**config.mk**
```make
export PLATFORM = sky130hd
export DESIGN_NAME = dispatch_unit
export DESIGN_NICKNAME = d
export VERILOG_FILES = /design/src/hdl/rob_pkg.sv /design/src/hdl/dispatch_unit.sv
export SDC_FILE = /design/constraint.sdc
export NUM_CORES = 1
export LEC_CHECK = 0
export BUFFER_PORTS_ARGS = -buffer_cell sky130_fd_sc_hd__buf_2
export CORE_AREA = 2 2 65 67
export CTS_CLUSTER_SIZE = 8
export DETAILED_ROUTE_END_ITERATION = 10
export DIE_AREA = 0 0 67 69
export PLACE_DENSITY = 0.69
export SLEW_MARGIN = 25
export SYNTH_ARGS = -nofsm -noshare
export SYNTH_HDL_FRONTEND = slang
export SYNTH_SLANG_ARGS = --single-unit
```
**constraint.sdc**
```tcl
create_clock -name clk -period 1.6 [get_ports clk]
set_input_delay 0.16 -clock clk [delete_from_list [all_inputs] [get_ports clk]]
set_output_delay 0.16 -clock clk [all_outputs]
set_load 0.01 [all_outputs]
```
**src/hdl/rob_pkg.sv**
```systemverilog
package rob_pkg;

    localparam int DATA_W     = 32;              // Operand and result width
    localparam int DEST_W     = 5;               // Architectural register index
    localparam int TAG_W      = 4;               // ROB tag, log2 of default depth
    localparam int MUL_CYCLES = 4;               // Fixed multiply latency, at least 2

    typedef enum logic [1:0] {
        OP_ADD = 2'd0,                           // Signed add, traps on overflow
        OP_SUB = 2'd1,                           // Signed subtract, traps on overflow
        OP_AND = 2'd2,                           // Bitwise and
        OP_MUL = 2'd3                            // Low half of the product
    } op_e;

    // Instruction as it arrives on the external port
    typedef struct packed {
        op_e               op;
        logic [DATA_W-1:0] src_a;
        logic [DATA_W-1:0] src_b;
        logic [DEST_W-1:0] dest;                 // Zero means no register write
    } inst_t;

    // Work item handed from dispatch to one lane
    typedef struct packed {
        op_e               op;
        logic [DATA_W-1:0] src_a;
        logic [DATA_W-1:0] src_b;
        logic [TAG_W-1:0]  tag;                  // ROB slot of this op
        logic              epoch;                // ROB epoch at allocation
    } lane_op_t;

    // Finished lane result, written into the ROB by tag
    typedef struct packed {
        logic [TAG_W-1:0]  tag;
        logic              epoch;
        logic [DATA_W-1:0] value;
        logic              exc;                  // Signed overflow seen
    } cmpl_t;

    // Record leaving the ROB head at retirement
    typedef struct packed {
        logic [DATA_W-1:0] value;
        logic [DEST_W-1:0] dest;
        logic              reg_write;
        logic              exc;
    } commit_t;

endpackage
```
**src/hdl/dispatch_unit.sv**
```systemverilog
module dispatch_unit #(
    parameter int N_LANES = 4                            // Execution lanes to choose from
) (
    input  logic                       clk,
    input  logic                       rst,
    input  logic                       in_req,           // Four-phase request
    input  rob_pkg::inst_t             in_inst,          // Stable while in_req is high
    output logic                       in_ack,
    input  logic                       rob_full,
    input  logic [rob_pkg::TAG_W-1:0]  alloc_tag,        // ROB tail slot
    input  logic                       alloc_epoch,
    output logic                       alloc_valid,
    output logic [rob_pkg::DEST_W-1:0] alloc_dest,
    output logic                       alloc_reg_write,
    input  logic [N_LANES-1:0]         lane_idle,
    output logic [N_LANES-1:0]         issue_valid,
    output rob_pkg::lane_op_t          issue_op
);

    typedef enum logic {
        HS_WAIT_REQ,                                     // Ack low, waiting for a request
        HS_WAIT_DROP                                     // Ack high, waiting for req to fall
    } hs_state_e;

    hs_state_e          state;
    logic               accept;                          // Allocate and issue at this edge
    logic [N_LANES-1:0] lane_sel;                        // Lowest idle lane, one-hot

    // Two's complement trick keeps only the lowest set bit
    assign lane_sel = lane_idle & (~lane_idle + N_LANES'(1));

    assign accept = (state == HS_WAIT_REQ) && in_req && !rob_full && (|lane_idle);
    assign in_ack = (state == HS_WAIT_DROP);

    assign alloc_valid     = accept;
    assign alloc_dest      = in_inst.dest;
    assign alloc_reg_write = |in_inst.dest;              // r0 is never written

    assign issue_valid = accept ? lane_sel : '0;
    assign issue_op    = '{op:    in_inst.op,
                           src_a: in_inst.src_a,
                           src_b: in_inst.src_b,
                           tag:   alloc_tag,
                           epoch: alloc_epoch};

    always_ff @(posedge clk) begin
        if (rst) begin
            state <= HS_WAIT_REQ;
        end else begin
            case (state)
                HS_WAIT_REQ: begin
                    if (accept) begin
                        state <= HS_WAIT_DROP;           // Raise ack once resources allow
                    end
                end
                HS_WAIT_DROP: begin
                    if (!in_req) begin
                        state <= HS_WAIT_REQ;            // Source let go, drop ack
                    end
                end
                default: state <= HS_WAIT_REQ;
            endcase
        end
    end

    // At most one lane takes an op per transfer
    a_issue_onehot: assert property (@(posedge clk) disable iff (rst)
        $onehot0(issue_valid));

endmodule

```
==> reports/metrics.cfg <==
[finish]
drive_gt1_share_pct = 66.7
fillCellCount = 472
n_antenna_cell = 0
multiInputGateArea_um2 = 90.1
syn_to_final_growth_pct = -56.4
seq_area_um2 = 20.0
final_cell_mix = buf_2, inv_1, nor4_1, nor2_1
largest_reg_flops = 1
final_common_cell = buf_2
final_util_pct = 7.67
num-nets-final = 125

[power]
switchingPower_w = 0.0000283
p_per_area_nw_per_um2 = 269
power_frac_comb_pct = 64.3
switching_share_pct = 35.1
pwr-share-seq_pct = 35.7
ir_worst_vdd_mv = 0.0604
p_clk_share_pct = 0
p_int_w = 0.0000524
power_leakage_nw = 0.138

[detailed_routing]
firstDrtPassIters = 3
via_per_inst = 3.84
wl_per_cell_um = 14.9
vias = 342
drt_wl_total_um = 1330
ant_nets = 0
drc = 0
first_iter_violations = 3

[timing]
fin_crit_sh_pct = 89.7
finalHoldViolCount = 0
fin_worst_skew_ns = 0
tns_ns = 0
fin_crit_ns = 1.44
max_freq_ghz = 0.697
relSlewSlack_pct = 70.0
maxSlewViolCount = 0
hold_ws_ns = 0.320
setup_violations = 0
rsz0062_at_grt = false
tightest_slew_ns = 0.446

[grt]
grt_max_degree = 6
grt_usage_pct = 4.64
grt_pass1_wl_um = 1640
grt_pass1_vias = 310
grt_overflow = 0
antenna_found_initial = 0

[worst_setup_path]
critPathCapture = issue_valid[3]
required_ns = 1.44
r2r_slack_ns = 0.96
reg2reg_depth = 2
startpoint_type = flip-flop
cp_max_fo = 5
rr_endpoint = in_ack
crit_path_end_kind = output pin
critical_path_class = reg2out
reg2reg_from = in_ack
arrival_ns = 1.28
crit_path_start = in_ack

[hold_path]
hold_class = in2out

[floorplan]
die_w_um = 67
io_pins = 167
dieArea_um2 = 4620
die_h_um = 69
start_util_pct = 17.6
core_area_um2 = 3910
rows = 23

[cts]
clk_latency_ns = 0
post_cts_resized = 0
clk_pin_slew_worst_paths_ns = 0
ctsHoldBuffers = 0
postCtsSetupRepairBufs = 0

[run_status]
status = finished clean

[yosys]
synthTopCellsByArea = buf_4, dfxtp_1, nor4b_2
avgSynthCellArea_um2 = 7.56
netlist_area_um2 = 688
syn_inst = 91
ys_seq_area_share_pct = 2.91
ys_ff_latch = 1
synth_top_area_share_pct = 82.9
yosysTopAreaCell = buf_4
synth_nets = 175
ys_warn_count = 0
ys_types = 13

[placed_design]
numPortBuffers = 24
dpl.hpwl_um = 1150
place_congestion = 0.645

[flow_run]
drv_cap = 0

kinds of logic (layout without fill, tap and decap cells):
| family | after synthesis | in the layout | synth area share [%] |
|---|---|---|---|
| flip-flops | 1 | 1 | 2.91 |
| AO/OA/AOI/OAI | 1 | 1 | 1.27 |
| buffers and inverters | 78 | 26 | 84.0 |
| AND/OR/NAND/NOR | 11 | 11 | 11.8 |
final cells by class:
type	instances	area share (%)
timing repair buffer	24	40.0
multi-input combinational	12	30.0
tap	50	20.8
sequential	1	6.67
inverter	2	2.50
layer usage:
| layer | part of all wire (%) | global-route usage [%] | vias up |
|---|---|---|---|
| li1 | - | - | 109 |
| met1 | 25 | 2.96 | 137 |
| met2 | 33 | 5.83 | 56 |
| met3 | 23 | 2.94 | 40 |
| met4 | 19 | 9.30 | 0 |
| met5 | 0 | 0 | - |
critical path: stages (launching register included):
cell,delay (ns)
dfxtp_1,0.32
or4b_4,0.57
nor4b_2,0.22
buf_2,0.16
synth_stat cells (all sizes together):
library cell / n
buf: 76
dfxtp: 1
inv: 2
nand2: 1
nand3b: 1
nor2: 2
nor3: 1
nor3b: 1
nor4: 2
nor4b: 2
o41ai: 1
or4b: 1
per-stage QoR:
stage / std cells / setup slack [ns] / power, W / instance area, um^2
floorplan: 91 / 0.187 / 0.000238 / 688
global placement: 89 / 0.178 / 0.0000817 / 300
detailed placement: 89 / 0.158 / 0.0000825 / 300
CTS: 89 / 0.157 / 0.0000826 / 300
global route: 89 / 0.105 / 0.0000879 / 300
finish: 89 / 0.165 / 0.0000807 / 300
power groups by stage:
stage          Clock (W)  Combinational (W)  Sequential, W
3_3_place_gp           0          0.0000532      0.0000286
3_5_place_dp           0          0.0000537      0.0000288
6_report               0          0.0000519      0.0000288
4_1_cts                0          0.0000538      0.0000288
5_1_grt                0          0.0000588      0.0000291
2_1_floorplan          0           0.000209      0.0000292
worst min-delay path by stage:
stage,startpoint,end,slack (ns),depth (start not counted)
floorplan,rob_full,in_ack,0.26,1
global placement,in_inst[45],issue_op[45],0.32,0
detailed placement,in_inst[45],issue_op[45],0.32,0
CTS,in_inst[45],issue_op[45],0.32,0
global route,in_inst[52],issue_op[52],0.32,0
finish,in_inst[22],issue_op[22],0.32,0
No activity file was read; power rests on OpenSTA's default activity.
