### src/hdl/rob_pkg.sv
package rob_pkg;

    localparam int DATA_W     = 32;              // Operand and result width
    localparam int DEST_W     = 5;               // Architectural register index
    localparam int TAG_W      = 4;               // ROB tag, log2 of default depth
    localparam int MUL_CYCLES = 4;               // Fixed multiply latency, at least 2

    typedef enum logic [1:0] {
        OP_ADD = 2'd0,                           // Signed add, traps on overflow
        OP_SUB = 2'd1,                           // Signed subtract, traps on overflow
        OP_AND = 2'd2,                           // Bitwise and
        OP_MUL = 2'd3                            // Low half of the product
    } op_e;

    // Instruction as it arrives on the external port
    typedef struct packed {
        op_e               op;
        logic [DATA_W-1:0] src_a;
        logic [DATA_W-1:0] src_b;
        logic [DEST_W-1:0] dest;                 // Zero means no register write
    } inst_t;

    // Work item handed from dispatch to one lane
    typedef struct packed {
        op_e               op;
        logic [DATA_W-1:0] src_a;
        logic [DATA_W-1:0] src_b;
        logic [TAG_W-1:0]  tag;                  // ROB slot of this op
        logic              epoch;                // ROB epoch at allocation
    } lane_op_t;

    // Finished lane result, written into the ROB by tag
    typedef struct packed {
        logic [TAG_W-1:0]  tag;
        logic              epoch;
        logic [DATA_W-1:0] value;
        logic              exc;                  // Signed overflow seen
    } cmpl_t;

    // Record leaving the ROB head at retirement
    typedef struct packed {
        logic [DATA_W-1:0] value;
        logic [DEST_W-1:0] dest;
        logic              reg_write;
        logic              exc;
    } commit_t;

endpackage
### src/hdl/reorder_buffer.sv
module reorder_buffer #(
    parameter int ROB_DEPTH = 16                         // Power of two, up to 2**TAG_W
) (
    input  logic                       clk,
    input  logic                       rst,
    input  logic                       alloc_valid,
    input  logic [rob_pkg::DEST_W-1:0] alloc_dest,
    input  logic                       alloc_reg_write,
    output logic [rob_pkg::TAG_W-1:0]  alloc_tag,        // Tail slot, valid every cycle
    output logic                       alloc_epoch,
    output logic                       rob_full,
    input  logic                       cmpl_valid,
    input  rob_pkg::cmpl_t             cmpl,
    output logic                       commit_valid,     // One-cycle retire pulse
    output rob_pkg::commit_t           commit
);

    localparam int PTR_W = (ROB_DEPTH > 1) ? $clog2(ROB_DEPTH) : 1;
    localparam int TAG_W = rob_pkg::TAG_W;

    logic [ROB_DEPTH-1:0]         ent_busy;              // Slot allocated
    logic [ROB_DEPTH-1:0]         ent_ready;             // Result written
    logic [ROB_DEPTH-1:0]         ent_exc;
    logic [ROB_DEPTH-1:0]         ent_reg_write;
    logic [rob_pkg::DEST_W-1:0]   ent_dest [ROB_DEPTH];
    logic [rob_pkg::DATA_W-1:0]   ent_value [ROB_DEPTH];

    logic [PTR_W-1:0]             head;                  // Oldest entry
    logic [PTR_W-1:0]             tail;                  // Next free slot
    logic [PTR_W:0]               count;
    logic                         epoch;                 // Flips on every flush

    logic [PTR_W-1:0]             cmpl_idx;
    logic                         cmpl_hit;              // Completion from the live epoch
    logic                         retire;
    logic                         flush;

    assign cmpl_idx = cmpl.tag[PTR_W-1:0];
    assign cmpl_hit = cmpl_valid && (cmpl.epoch == epoch);

    assign retire = ent_busy[head] && ent_ready[head];
    assign flush  = retire && ent_exc[head];             // Trapping op at the head

    assign alloc_tag   = TAG_W'(tail);
    assign alloc_epoch = epoch;
    assign rob_full    = (count == (PTR_W + 1)'(ROB_DEPTH));

    always_ff @(posedge clk) begin
        if (rst) begin
            ent_busy     <= '0;
            ent_ready    <= '0;
            head         <= '0;
            tail         <= '0;
            count        <= '0;
            epoch        <= 1'b0;
            commit_valid <= 1'b0;
        end else begin
            commit_valid <= retire;
            if (flush) begin
                // Drop every younger entry, an alloc at this edge included
                ent_busy  <= '0;
                ent_ready <= '0;
                head      <= '0;
                tail      <= '0;
                count     <= '0;
                epoch     <= ~epoch;                     // Stale lane results now miss
            end else begin
                if (alloc_valid) begin
                    ent_busy[tail]  <= 1'b1;
                    ent_ready[tail] <= 1'b0;
                    tail            <= tail + 1'b1;      // Wraps at depth
                end
                if (cmpl_hit) begin
                    ent_ready[cmpl_idx] <= 1'b1;
                end
                if (retire) begin
                    ent_busy[head]  <= 1'b0;
                    ent_ready[head] <= 1'b0;
                    head            <= head + 1'b1;
                end
                count <= count + (PTR_W + 1)'(alloc_valid) - (PTR_W + 1)'(retire);
            end
        end
    end

    always_ff @(posedge clk) begin
        if (alloc_valid) begin
            ent_dest[tail]      <= alloc_dest;
            ent_reg_write[tail] <= alloc_reg_write;
        end
        if (cmpl_hit) begin
            ent_value[cmpl_idx] <= cmpl.value;
            ent_exc[cmpl_idx]   <= cmpl.exc;
        end
        if (retire) begin
            commit.value     <= ent_value[head];
            commit.dest      <= ent_dest[head];
            commit.reg_write <= ent_reg_write[head] && !ent_exc[head];  // Trap suppresses write
            commit.exc       <= ent_exc[head];
        end
    end

    // Dispatch holds off while the buffer reports full
    a_no_alloc_full: assert property (@(posedge clk) disable iff (rst)
        alloc_valid |-> !rob_full);

    // Live-epoch results only come back for slots still in flight
    a_cmpl_busy: assert property (@(posedge clk) disable iff (rst)
        cmpl_hit |-> ent_busy[cmpl_idx]);

endmodule

### config.mk
export PLATFORM = sky130hd
export DESIGN_NAME = reorder_buffer
export DESIGN_NICKNAME = d
export VERILOG_FILES = /design/src/hdl/rob_pkg.sv /design/src/hdl/reorder_buffer.sv
export SDC_FILE = /design/constraint.sdc
export NUM_CORES = 1
export LEC_CHECK = 0
export CORE_ASPECT_RATIO = 0.5
export CORE_MARGIN = 2
export CORE_UTILIZATION = 40
export DETAILED_ROUTE_END_ITERATION = 8
export DONT_BUFFER_PORTS = 1
export SYNTH_ARGS = -nofsm -noshare
export SYNTH_HDL_FRONTEND = slang
export SYNTH_SLANG_ARGS = --single-unit
### constraint.sdc
create_clock -name clk -period 7.45 [get_ports clk]
set_input_delay 1.49 -clock clk [delete_from_list [all_inputs] [get_ports clk]]
set_output_delay 1.49 -clock clk [all_outputs]
set_load 0.01 [all_outputs]
==> flow_summary.ini <==
[drt]
highest_layer = met4
dr.first_iter.drc_count = 1178
drc = 0
routed-wl-met2_um = 29200
wl_met3_um = 2890
wirelength_met1_um = 24100
dr.pass1.iters = 5
wl_um = 57600
routed_via_density = 5.60
ant_nets = 0
wl_per_cell_um = 26.4
vias = 12200

[clock_tree]
cts_hold_buf = 0
root_buffer = clkbuf_16
numClockSinks = 710
cts_tree = built
cts_buffers = 68
clk_latency_ns = 0.61
ctsResizeCount = 0
clk_pin_slew_ns = 0.06
clockBufferDepth = 3
htreeDepth = 3
cts_setup_buffers = 0

[timing]
rsz0062_at_grt = false
finalMaxSlewViolations = 0
fin_skew_ns = 0.0192
post-route-period-util = 0.588
finalHoldViolations = 0
min_period_ns = 4.38
fmax_mhz = 228
setup_viol = 0
holdWs_ns = 0.501
setup_tns_ns = 0
relSlewSlack = 0.218
worstMarginPinSlew_ns = 1.17

[placement]
globalplace.congestion = 0.752
io_buffers = 0
dpl.hpwl_um = 29200
dp.cells = 2058

[cells_and_area]
final_util = 0.455
diodes = 0
area_delta_synth_final_pct = 12.1
layout-drive-gt1-share = 0.290
layout.nets = 1294
fin_cells = 2178

[global_routing]
gr-usage-all-layers = 0.164
grt.overflow.total = 0
grt_first_pass_wirelength_um = 84400
antenna_found_initial = 0
grt_max_degree = 102
grt_pass1_vias = 12900

[worst_setup_path]
required_ns = 7.97
cp_common_cell = inv_1
cpPeakStageDelay_ns = 0.96
path_class = reg -> reg
crit_path_max_fanout = 58
cp_cell_sequence = buf_4 > mux4_2 > nand2_1 > nand4_1 > nand2_1 > inv_4 > ha_1 > inv_1 > ha_1 > inv_1 > fa_1 > inv_1 > a21oi_1 > nor2_1 > or3_1 > a21oi_1
critPathLaunchType = flip-flop
crit_path_end_kind = flip-flop
slowest_stage = dfxtp_4
arrival_ns = 4.90

[synthesis]
synth_common_cells = edfxtp_1, mux4_2, dfxtp_1
ys.flop_type = edfxtp_1
syn_nets = 1265
synth_area_um2 = 27300
synth-edff-count = 663
async_reset_ff_frac = 0
synth.top_cell.area_share = 0.729
synth.avg_cell_area_um2 = 22.7
synthDistinctLibCells = 47
yosysMostFrequentCell = edfxtp_1
synth.area.top_cells = edfxtp_1, mux4_2, dfxtp_1, a311oi_2, ha_1
yosys_warnings = 0
synthCells = 1202
ys_seq_elements = 710
yosysTopAreaCell = edfxtp_1
synth_sequential_area_ratio = 0.763

[power_and_ir_drop]
leakage_nw = 9.18
finalPower_mw = 7.96
intPower_mw = 6.43
power_frac_clock = 0.431
vdd_drop_max_mv = 0.148
p_sw_mw = 1.53
switching_share = 0.192
comb_power_share = 0.015
sequentialPowerShare = 0.554
power_density_nw_per_um2 = 260

[flow_run]
cap_viol_max_count = 0

[floorplanning]
coreArea_um2 = 67200
die_x_um = 374
rows = 67
pin_count = 94
fp.dieH_um = 189
start_util = 0.406
dieArea_um2 = 70500

[run_status]
status = completed

[min_path]
hold_path.class = reg -> reg
==> power by group through the flow <==
stage | Clock (mW) | Combinational (mW) | Sequential (mW)
after CTS | 3.50 | 0.124 | 4.41
after floorplan | 0 | 0.0878 | 4.49
after global placement | 0 | 0.117 | 4.49
after detailed placement | 0 | 0.124 | 4.49
final | 3.43 | 0.122 | 4.41
after global routing | 3.64 | 0.134 | 4.41
==> layout make-up <==
cell class	count	area [um^2]
clock buffer	83	1820
clock inverter	37	384
fill	5515	36600
inverter	33	126
multi-input combinational	394	6100
sequential	710	20900
tap	897	1120
timing repair buffer	24	193
==> worst max-delay path, delay by kind of cell, from the launching register on <==
kind	cells	cell delay, ns
simple gates	5	0.98
flops	1	0.96
buf+inv	5	0.95
fa+ha+maj	3	0.71
mux	1	0.40
compound gates	2	0.28
==> worst paths after layout <==
path / depth (start not counted) / startpoint / end / slack, ns
worst min register to register: 2 / ent_busy[15]$_SDFF_PP0_ / ent_busy[15]$_SDFF_PP0_ / 0.50
worst min-delay path: 2 / ent_busy[15]$_SDFF_PP0_ / ent_busy[15]$_SDFF_PP0_ / 0.50
worst max-delay path: 16 / head[1]$_SDFFE_PP0N_ / count[4]$_SDFF_PP0_ / 3.07
worst max register to register: 16 / head[1]$_SDFFE_PP0N_ / count[4]$_SDFF_PP0_ / 3.07
==> per-stage QoR <==
stage | instance area (um^2) | worst slack [ns]
floorplan | 27300 | 2.71
global placement | 28400 | 3.14
detailed placement | 28400 | 3.05
CTS | 30600 | 3.04
global route | 30600 | 2.80
finish | 30600 | 3.07
==> per-layer routing <==
metal,global-route usage,vias up
met5,0,-
met4,0.0495,0
met3,0.0350,110
met2,0.282,311
li1,-,5121
met1,0.210,6649
==> sequential cells by signal (all words and copies together) (netlist names) <==
register,cells
alloc_epoch,1
alloc_tag,4
commit,39
commit_valid,1
count,5
ent_busy,16
ent_dest,80
ent_exc,16
ent_ready,16
ent_reg_write,16
ent_value,512
head,4
==> logic make-up (layout without fill, tap and decap cells) <==
| logic type | count (synthesis) | in the layout | share of synthesized area |
|---|---|---|---|
| buf+inv | 98 | 177 | 0.0173 |
| fa+ha+maj | 15 | 15 | 0.00715 |
| mux | 206 | 206 | 0.168 |
| simple gates | 103 | 103 | 0.0180 |
| xor+xnor | 7 | 7 | 0.00224 |
| flops | 710 | 710 | 0.763 |
| compound gates | 63 | 63 | 0.0238 |
==> placed cells by master, fill, tap and decap left out, drive strengths merged, types with 3 or more instances in the layout <==
| cell type | instances |
|---|---|
| xnor2 | 3 |
| buf | 24 |
| edfxtp | 663 |
| bufinv | 7 |
| mux4 | 202 |
| a21oi | 22 |
| inv | 34 |
| clkinv | 27 |
| nand3 | 6 |
| and4 | 3 |
| a311oi | 32 |
| o21ai | 3 |
| mux2i | 3 |
| nor2 | 42 |
| nand2 | 28 |
| ha | 14 |
| clkbuf | 83 |
| nor3 | 4 |
| dfxtp | 47 |
| nand4 | 4 |
| xor2 | 4 |
Power figures use the tool's default switching activity.
