File: src/hdl/rob_pkg.sv
package rob_pkg;

    localparam int DATA_W     = 32;              // Operand and result width
    localparam int DEST_W     = 5;               // Architectural register index
    localparam int TAG_W      = 4;               // ROB tag, log2 of default depth
    localparam int MUL_CYCLES = 4;               // Fixed multiply latency, at least 2

    typedef enum logic [1:0] {
        OP_ADD = 2'd0,                           // Signed add, traps on overflow
        OP_SUB = 2'd1,                           // Signed subtract, traps on overflow
        OP_AND = 2'd2,                           // Bitwise and
        OP_MUL = 2'd3                            // Low half of the product
    } op_e;

    // Instruction as it arrives on the external port
    typedef struct packed {
        op_e               op;
        logic [DATA_W-1:0] src_a;
        logic [DATA_W-1:0] src_b;
        logic [DEST_W-1:0] dest;                 // Zero means no register write
    } inst_t;

    // Work item handed from dispatch to one lane
    typedef struct packed {
        op_e               op;
        logic [DATA_W-1:0] src_a;
        logic [DATA_W-1:0] src_b;
        logic [TAG_W-1:0]  tag;                  // ROB slot of this op
        logic              epoch;                // ROB epoch at allocation
    } lane_op_t;

    // Finished lane result, written into the ROB by tag
    typedef struct packed {
        logic [TAG_W-1:0]  tag;
        logic              epoch;
        logic [DATA_W-1:0] value;
        logic              exc;                  // Signed overflow seen
    } cmpl_t;

    // Record leaving the ROB head at retirement
    typedef struct packed {
        logic [DATA_W-1:0] value;
        logic [DEST_W-1:0] dest;
        logic              reg_write;
        logic              exc;
    } commit_t;

endpackage
File: src/hdl/exec_lane.sv
module exec_lane (
    input  logic               clk,
    input  logic               rst,
    input  logic               issue_valid,
    input  rob_pkg::lane_op_t  issue_op,
    output logic               lane_idle,
    output logic               done,                     // Result valid, held until grant
    output rob_pkg::cmpl_t     result,
    input  logic               grant
);

    localparam int CNT_W = (rob_pkg::MUL_CYCLES > 2) ? $clog2(rob_pkg::MUL_CYCLES) : 1;

    logic                        busy;                   // Op held, running or finished
    logic [CNT_W-1:0]            mul_cnt;                // MUL cycles still to go
    rob_pkg::lane_op_t           op_q;                   // Operands kept for the whole op
    logic [rob_pkg::DATA_W-1:0]  sum;
    logic [rob_pkg::DATA_W-1:0]  diff;
    logic [rob_pkg::DATA_W-1:0]  prod;
    logic                        ovf_add;
    logic                        ovf_sub;

    assign sum  = op_q.src_a + op_q.src_b;
    assign diff = op_q.src_a - op_q.src_b;
    assign prod = op_q.src_a * op_q.src_b;               // Low half only

    // Same-sign inputs with a flipped result sign
    assign ovf_add = (op_q.src_a[31] == op_q.src_b[31]) && (sum[31] != op_q.src_a[31]);
    assign ovf_sub = (op_q.src_a[31] != op_q.src_b[31]) && (diff[31] != op_q.src_a[31]);

    assign lane_idle = !busy;

    always_comb begin
        result.tag   = op_q.tag;
        result.epoch = op_q.epoch;
        result.exc   = 1'b0;
        case (op_q.op)
            rob_pkg::OP_ADD: begin
                result.value = sum;
                result.exc   = ovf_add;
            end
            rob_pkg::OP_SUB: begin
                result.value = diff;
                result.exc   = ovf_sub;
            end
            rob_pkg::OP_AND: result.value = op_q.src_a & op_q.src_b;
            default:         result.value = prod;
        endcase
    end

    always_ff @(posedge clk) begin
        if (rst) begin
            busy    <= 1'b0;
            done    <= 1'b0;
            mul_cnt <= '0;
        end else begin
            if (issue_valid) begin
                busy <= 1'b1;
                if (issue_op.op == rob_pkg::OP_MUL) begin
                    mul_cnt <= CNT_W'(rob_pkg::MUL_CYCLES - 1);  // Multi-cycle path
                end else begin
                    done <= 1'b1;                        // Single-cycle ops
                end
            end
            if (mul_cnt != '0) begin
                mul_cnt <= mul_cnt - 1'b1;
                if (mul_cnt == CNT_W'(1)) begin
                    done <= 1'b1;                        // Product settled
                end
            end
            if (grant) begin
                done <= 1'b0;                            // Drained, free for the next op
                busy <= 1'b0;
            end
        end
    end

    always_ff @(posedge clk) begin
        if (issue_valid) begin
            op_q <= issue_op;
        end
    end

    // Dispatch must only pick this lane while it reports idle
    a_no_issue_busy: assert property (@(posedge clk) disable iff (rst)
        issue_valid |-> !busy);

    a_mul_latency: assert property (@(posedge clk) disable iff (rst)
        (issue_valid && issue_op.op == rob_pkg::OP_MUL) |-> ##(rob_pkg::MUL_CYCLES) done);

endmodule

File: config.mk
export PLATFORM = sky130hd
export DESIGN_NAME = exec_lane
export DESIGN_NICKNAME = d
export VERILOG_FILES = /design/src/hdl/rob_pkg.sv /design/src/hdl/exec_lane.sv
export SDC_FILE = /design/constraint.sdc
export NUM_CORES = 1
export LEC_CHECK = 0
export BUFFER_PORTS_ARGS = -buffer_cell sky130_fd_sc_hd__buf_2
export CAP_MARGIN = 5
export CORE_AREA = 2 2 204 206
export CTS_BUF_LIST = sky130_fd_sc_hd__clkbuf_4
export CTS_CLUSTER_DIAMETER = 120
export DETAILED_ROUTE_END_ITERATION = 7
export DIE_AREA = 0 0 206 208
export PLACE_DENSITY = 0.73
export SLEW_MARGIN = 20
export SYNTH_ARGS = -nofsm -noshare
export SYNTH_HDL_FRONTEND = slang
export SYNTH_SLANG_ARGS = --single-unit
File: constraint.sdc
create_clock -name clk -period 9.3 [get_ports clk]
set_clock_uncertainty 0.1 [all_clocks]
set_input_delay 0.93 -clock clk [delete_from_list [all_inputs] [get_ports clk]]
set_output_delay 0.93 -clock clk [all_outputs]
set_load 0.01 [all_outputs]
==> results of run 1 <==
-- final cells by class --
cell class,instances,area [µm²],share of cell area (%)
clock inverter,6,71.3,0.303
clock buffer,10,75.1,0.319
multi-input combinational,1758,17500,74.3
antenna,4,10.0,0.0426
inverter,440,1650,7.02
sequential,75,2210,9.41
timing repair buffer,205,1360,5.79
tap,532,666,2.83
-- cells in the mapped netlist, types with 4 or more instances --
master	instances
a211oi_1	16
or3_1	4
and3_1	5
ha_1	188
mux2i_1	15
dfxtp_1	4
xnor2_1	88
nor2b_1	7
a21boi_0	4
o22ai_1	5
inv_1	438
o21ai_0	48
buf_2	4
nand3b_1	4
nand2b_1	12
nor3_1	19
nand4_1	9
nand3_1	15
buf_4	8
o21bai_1	14
edfxtp_1	71
a211o_1	5
and2_1	276
clkbuf_1	99
a221oi_1	4
a21o_1	33
nor2_1	96
fa_1	410
o21a_1	5
buf_1	10
o211ai_1	10
o31ai_1	10
nand2_1	266
mux2_2	5
xor2_1	24
nor4_1	4
a21oi_1	85
a31oi_1	11
-- kinds of logic (layout without fill, tap and decap cells) --
| group | Yosys count | count (layout) | synth area share [%] |
|---|---|---|---|
| compound gates | 293 | 293 | 8.97 |
| xor+xnor | 112 | 112 | 4.51 |
| fa+ha+maj | 598 | 598 | 48.5 |
| buf+inv | 562 | 661 | 9.86 |
| flops | 75 | 75 | 10.2 |
| mux | 21 | 21 | 1.05 |
| other cells | 0 | 4 | 0 |
| simple gates | 734 | 734 | 16.9 |
-- per-layer routing --
layer	part of all wire [%]	vias up	global-route usage, %
met4	5.1	0	12.4
li1	-	7629	-
met3	11	193	8.15
met1	41	8821	45.8
met2	44	952	49.4
met5	0	-	0
-- critical path: stages, from the launching register on --
cell and delay, ps:
edfxtp_1 730, and2_1 330, fa_1 560, fa_1 440
fa_1 510, inv_1 50, fa_1 470, inv_1 50
fa_1 480, fa_1 560, fa_1 430, fa_1 480
ha_1 410, a21o_1 210, a211oi_1 310, o2111a_1 260
nor2_1 80, a21o_1 180, a21oi_1 170, xnor2_1 140
a21o_1 200, mux2_2 280, buf_2 150
-- worst max path at each step --
stage | startpoint | slack (ps) | endpoint
2_1_floorplan | op_q[7]$_DFFE_PP_ | 1470 | result[28]
3_3_place_gp | op_q[13]$_DFFE_PP_ | 710 | result[32]
3_5_place_dp | op_q[13]$_DFFE_PP_ | 560 | result[29]
4_1_cts | op_q[46]$_DFFE_PP_ | 30 | result[29]
5_1_grt | op_q[10]$_DFFE_PP_ | -30 | result[25]
6_report | op_q[54]$_DFFE_PP_ | 290 | result[28]
-- registers in the layout, indices dropped and copies added (netlist names) --
register,flops
op_q,66
result,5
mul_cnt,2
busy,1
done,1
-- per-stage QoR --
step | instance area, µm² | hold WS, ps | util, %
floorplan | 21800 | 363 | -
global placement | 22900 | 380 | 56.4
detailed placement | 22900 | 385 | 56.4
CTS | 23000 | 376 | 56.8
global route | 23500 | 364 | 58.0
finish | 23500 | 404 | 58.0
-- cell usage in the layout (no fill, tap or decap), types with 12 or more instances in the layout --
| cell type | Yosys | routed |
|---|---|---|
| nand2b_1 | 12 | 12 |
| and2_1 | 276 | 275 |
| buf_2 | 4 | 113 |
| nor3_1 | 19 | 18 |
| edfxtp_1 | 71 | 71 |
| ha_1 | 188 | 187 |
| mux2i_1 | 15 | 15 |
| xor2_1 | 24 | 24 |
| nand3_1 | 15 | 15 |
| buf_4 | 8 | 81 |
| a21o_1 | 33 | 33 |
| a211oi_1 | 16 | 15 |
| inv_1 | 438 | 438 |
| nor2_1 | 96 | 96 |
| o21ai_0 | 48 | 48 |
| nand2_1 | 266 | 266 |
| fa_1 | 410 | 410 |
| a21oi_1 | 85 | 81 |
| o21bai_1 | 14 | 14 |
| xnor2_1 | 88 | 85 |
-- what timing repair did --
item,in CTS,in global routing
endpoints found under the setup margin,4,11
hold buffers,0,0
setup buffers,1,43
gates resized for setup,0,12
cloned,0,0
pin swaps,0,2
==> impl_metrics.env, run 1 <==
export IMPL_outcome="finished clean"
export IMPL_avgSynthCellArea_um2=9.09
export IMPL_area_growth_pct=8.03
export IMPL_grt_max_degree=89
export IMPL_track_usage_pct=32.8
export IMPL_pre_cts_ws_ps=562
export IMPL_vias_per_cell=5.81
export IMPL_layout_drive_gt1_share_pct=10.1
export IMPL_syn_inst=2395
export IMPL_placed_cells=2966
export IMPL_wl_per_cell_um=22.5
export IMPL_clockBufferDepth=2
export IMPL_antenna_found_initial=1
export IMPL_fin_crit_ps=9010
export IMPL_startpoint_type="flip-flop"
export IMPL_fillers=3595
export IMPL_r2r_cells=5
export IMPL_drv_slew=0
export IMPL_setup_tns_ps=0
export IMPL_cts_buffers=9
export IMPL_crit_required_ps=8270
export IMPL_totalWireLength_um=68300
export IMPL_yosys_most_used_dff="edfxtp_1"
export IMPL_floorplan_die_height_um=208
export IMPL_synth_largest_area_cell="fa_1"
export IMPL_start_util_pct=53.7
export IMPL_layout_worst_path_cycle_share_pct=96.9
export IMPL_finalSetupViolCount=0
export IMPL_worstHoldStart="busy$_SDFFE_PP0P_"
export IMPL_hold_depth=2
export IMPL_cts_sinks=75
export IMPL_first_pass_iters=5
export IMPL_dp_hpwl_um=52700
export IMPL_final_cells=3030
export IMPL_slew_headroom_pct=30.8
export IMPL_fin_nets=3162
export IMPL_yosysUniqueCellTypes=80
export IMPL_portBuffers=114
export IMPL_cts_tree="done"
export IMPL_synth_edff_count=71
export IMPL_finalHoldViolCount=0
export IMPL_grt_pass1_vias=18300
export IMPL_rsz0062_at_grt="yes"
export IMPL_cp_end_kind="primary output"
export IMPL_route_vias_total=17600
export IMPL_netlist_top_cells_area="fa_1 38%, ha_1 11%, edfxtp_1 9.8%"
export IMPL_grt_pass1_wl_um=106000
export IMPL_h_tree_depth=3
export IMPL_reg2reg_slack_ps=8090
export IMPL_worstSetupPathType="flip-flop to primary output"
export IMPL_io_pins=115
export IMPL_worst_endpoint_arrival_ps=7980
export IMPL_syn_num_nets=3068
export IMPL_tightest_slew_ps=1040
export IMPL_reg2reg_to="done$_SDFF_PP0_"
export IMPL_fmax_mhz=111
export IMPL_coreArea_um2=40600
export IMPL_timing_final_ws_setup_ps=289
export IMPL_synth_async_reset_ratio_pct=0
export IMPL_drc=0
export IMPL_hold_path_end="busy$_SDFFE_PP0P_"
export IMPL_die_area_um2=42800
export IMPL_path_clk_slew_ps=140
export IMPL_gr_total_overflow=0
export IMPL_root_buffer="clkbuf_4"
export IMPL_die_w_um=206
export IMPL_yosys_area_top_type_share_pct=37.7
export IMPL_num_rows=74
export IMPL_r2r_start="mul_cnt[0]$_SDFFE_PP0P_"
export IMPL_syn_cell_area_um2=21800
export IMPL_gp_congestion=0.962
export IMPL_yosysWarnings=0
export IMPL_clk_latency_ps=510
export IMPL_cp_max_fo=17
export IMPL_ys_seq_area_share_pct=10.2
export IMPL_ys_seq_elements=75
export IMPL_holdCritPathClass="flip-flop to flip-flop"
export IMPL_drt_iter0_drc=1508
export IMPL_drv_cap=0
export IMPL_ant_nets=0
Power of run 1 is not shown: default switching activity piles up to over one toggle a cycle in this logic, so the estimate is an artifact.
==> run 2: changes to the inputs <==
- ABC_AREA: default -> 1
- CORE_AREA: 2 2 204 206 -> 2 2 203 225
- DIE_AREA: 0 0 206 208 -> 0 0 205 227
==> run 2 against run 1 <==
Die area up 8.6%. Clock-buffer cell count down 1. Synthesized area up 8.9%. Register-to-register slack worse by 70 ps. Critical path type unchanged. Setup slack better by 81 ps. Global-route usage up 0.58 points. Core utilization down 1.4 points. Highest routed layer unchanged. Non-clock buffer count down 32.
==> impl_metrics.env, run 2 <==
export IMPL_clockBufferDepth=2
export IMPL_crit_required_ps=8270
export IMPL_fmax_mhz=112
export IMPL_drc=0
export IMPL_synth_edff_count=71
export IMPL_drv_slew=0
export IMPL_cp_max_fo=18
export IMPL_floorplan_die_height_um=227
export IMPL_fin_crit_ps=8930
export IMPL_ys_seq_elements=75
export IMPL_synth_async_reset_ratio_pct=0
export IMPL_yosysUniqueCellTypes=51
export IMPL_rsz0062_at_grt="no"
export IMPL_layout_commonest_cell="inv_1"
export IMPL_fin_nets=3960
export IMPL_area_growth_pct=5.54
export IMPL_first_pass_iters=6
export IMPL_drt_iter0_drc=1692
export IMPL_finalSetupViolCount=0
export IMPL_worstSetupPathType="flip-flop to primary output"
export IMPL_portBuffers=114
export IMPL_yosys_area_top_type_share_pct=34.6
export IMPL_cts_sinks=75
export IMPL_final_cell_mix="904 x inv_1, 881 x nand2_1, 410 x fa_1, 188 x ha_1, 120 x nand3_1"
export IMPL_ys_seq_area_share_pct=9.33
export IMPL_tightest_slew_ps=1190
export IMPL_totalWireLength_um=75800
export IMPL_synth_largest_area_cell="fa_1"
export IMPL_cts_tree="done"
export IMPL_post_cts_buffers=0
export IMPL_dp_hpwl_um=62000
export IMPL_layout_worst_path_cycle_share_pct=96.0
export IMPL_startpoint_type="flip-flop"
export IMPL_grt_max_degree=75
export IMPL_io_pins=115
export IMPL_ys_top_cells_by_count="904 x inv_1, 881 x nand2_1, 410 x fa_1"
export IMPL_finalHoldViolCount=0
export IMPL_outcome="finished clean"
export IMPL_wl_per_cell_um=19.6
export IMPL_netlist_top_cells_area="fa_1 35%, inv_1 14%, nand2_1 14%"
export IMPL_largest_reg_flops=66
export IMPL_cp_end_kind="primary output"
export IMPL_gr_total_overflow=0
export IMPL_clk_latency_ps=520
export IMPL_start_util_pct=53.7
export IMPL_grt_pass1_wl_um=117000
export IMPL_coreArea_um2=44200
export IMPL_holdCritPathClass="flip-flop to flip-flop"
export IMPL_h_tree_depth=3
export IMPL_route_vias_total=20800
export IMPL_syn_cell_area_um2=23700
export IMPL_num_rows=81
export IMPL_ant_nets=0
export IMPL_cts_hold_buffers_added=0
export IMPL_cts_repair_resized=0
export IMPL_vias_per_cell=5.38
export IMPL_synth_most_common_cell="inv_1"
export IMPL_die_area_um2=46500
export IMPL_setup_tns_ps=0
export IMPL_path_clk_slew_ps=160
export IMPL_track_usage_pct=33.4
export IMPL_die_w_um=205
export IMPL_root_buffer="clkbuf_4"
export IMPL_syn_num_nets=3914
export IMPL_layout_drive_gt1_share_pct=6.74
export IMPL_yosysWarnings=0
export IMPL_gp_congestion=1.02
export IMPL_avgSynthCellArea_um2=7.32
export IMPL_antenna_found_initial=1
export IMPL_slew_headroom_pct=21.0
export IMPL_worst_endpoint_arrival_ps=7900
export IMPL_yosys_most_used_dff="edfxtp_1"
export IMPL_grt_pass1_vias=20700
export IMPL_syn_inst=3241
export IMPL_cts_buffers=9
export IMPL_regMostFlops="op_q"
export IMPL_drv_cap=0
## run 2: cell count changes after synthesis, moves of 21 or more
cell / change
o21ai_0: +33
nand2_1: +615
a21oi_1: +27
xnor2_1: -76
buf_2: +21
nand4_1: +32
inv_1: +466
and2_1: -276
nand3_1: +105
## run 2: final timing paths
check	slack, ps	endpoint	cells past startpoint	from
hold / removal	400	busy$_SDFFE_PP0P_	2	busy$_SDFFE_PP0P_
setup / recovery	370	result[23]	25	op_q[52]$_DFFE_PP_
hold reg to reg	400	busy$_SDFFE_PP0P_	2	busy$_SDFFE_PP0P_
setup reg to reg	8020	mul_cnt[1]$_SDFFE_PP0P_	7	mul_cnt[0]$_SDFFE_PP0P_
## run 2: routing by layer
| metal | part of all wire [%] | track usage, % |
|---|---|---|
| met1 | 39 | 43.8 |
| met2 | 46 | 54.7 |
| met3 | 8.9 | 4.94 |
| met4 | 5.9 | 15.8 |
| met5 | 0 | 0 |
## run 2: stage by stage
stage	worst slack, ps	hold slack, ps	instance area [µm²]	instances	utilization, %
4_1_cts	247	400	24900	3865	56.4
6_report	371	398	25000	3874	56.6
2_1_floorplan	1760	352	23700	3241	-
5_1_grt	44.2	438	25000	3874	56.6
3_3_place_gp	880	370	24700	3848	56.0
3_5_place_dp	884	380	24800	3849	56.0
## run 2: cells by family (layout without fill, tap and decap cells)
| family | Yosys count | in the layout | share of synthesized area (%) |
|---|---|---|---|
| and+or+nand+nor | 1198 | 1198 | 20.5 |
| DFF | 75 | 75 | 9.33 |
| buffers and inverters | 1049 | 1100 | 17.2 |
| adders and majority gates | 598 | 598 | 44.5 |
| AOI/OAI and AO/OA | 282 | 282 | 7.06 |
| other | 0 | 1 | 0 |
| xor gates and xnor gates | 39 | 39 | 1.44 |
## run 2: critical path, stage by stage (launching register included)
cell       delay (ps)
edfxtp_1         1080
nand2_1           110
inv_1             120
fa_1              410
inv_1              70
fa_1              420
fa_1              490
fa_1              550
inv_1              50
fa_1              490
inv_1              50
fa_1              550
inv_1              60
fa_1              510
fa_1              430
ha_1              390
nand4_1           140
nor3_1            260
nand4_1           140
nand3_1           180
nand3_1            90
nand2_1            80
xor2_1            160
nand2_1           150
o2111ai_1         210
buf_2             180
## run 2: area by class of cell
type / count / area [µm²]
Antenna cell: 1 / 2.50
Clock buffer: 9 / 67.6
Clock inverter: 7 / 91.3
Fill cell: 4298 / 19200
Inverter: 911 / 3420
Multi-Input combinational cell: 2117 / 17400
Sequential cell: 75 / 2210
Tap cell: 581 / 727
Timing Repair Buffer: 173 / 1070
Power of run 2 is left out for the same reason.
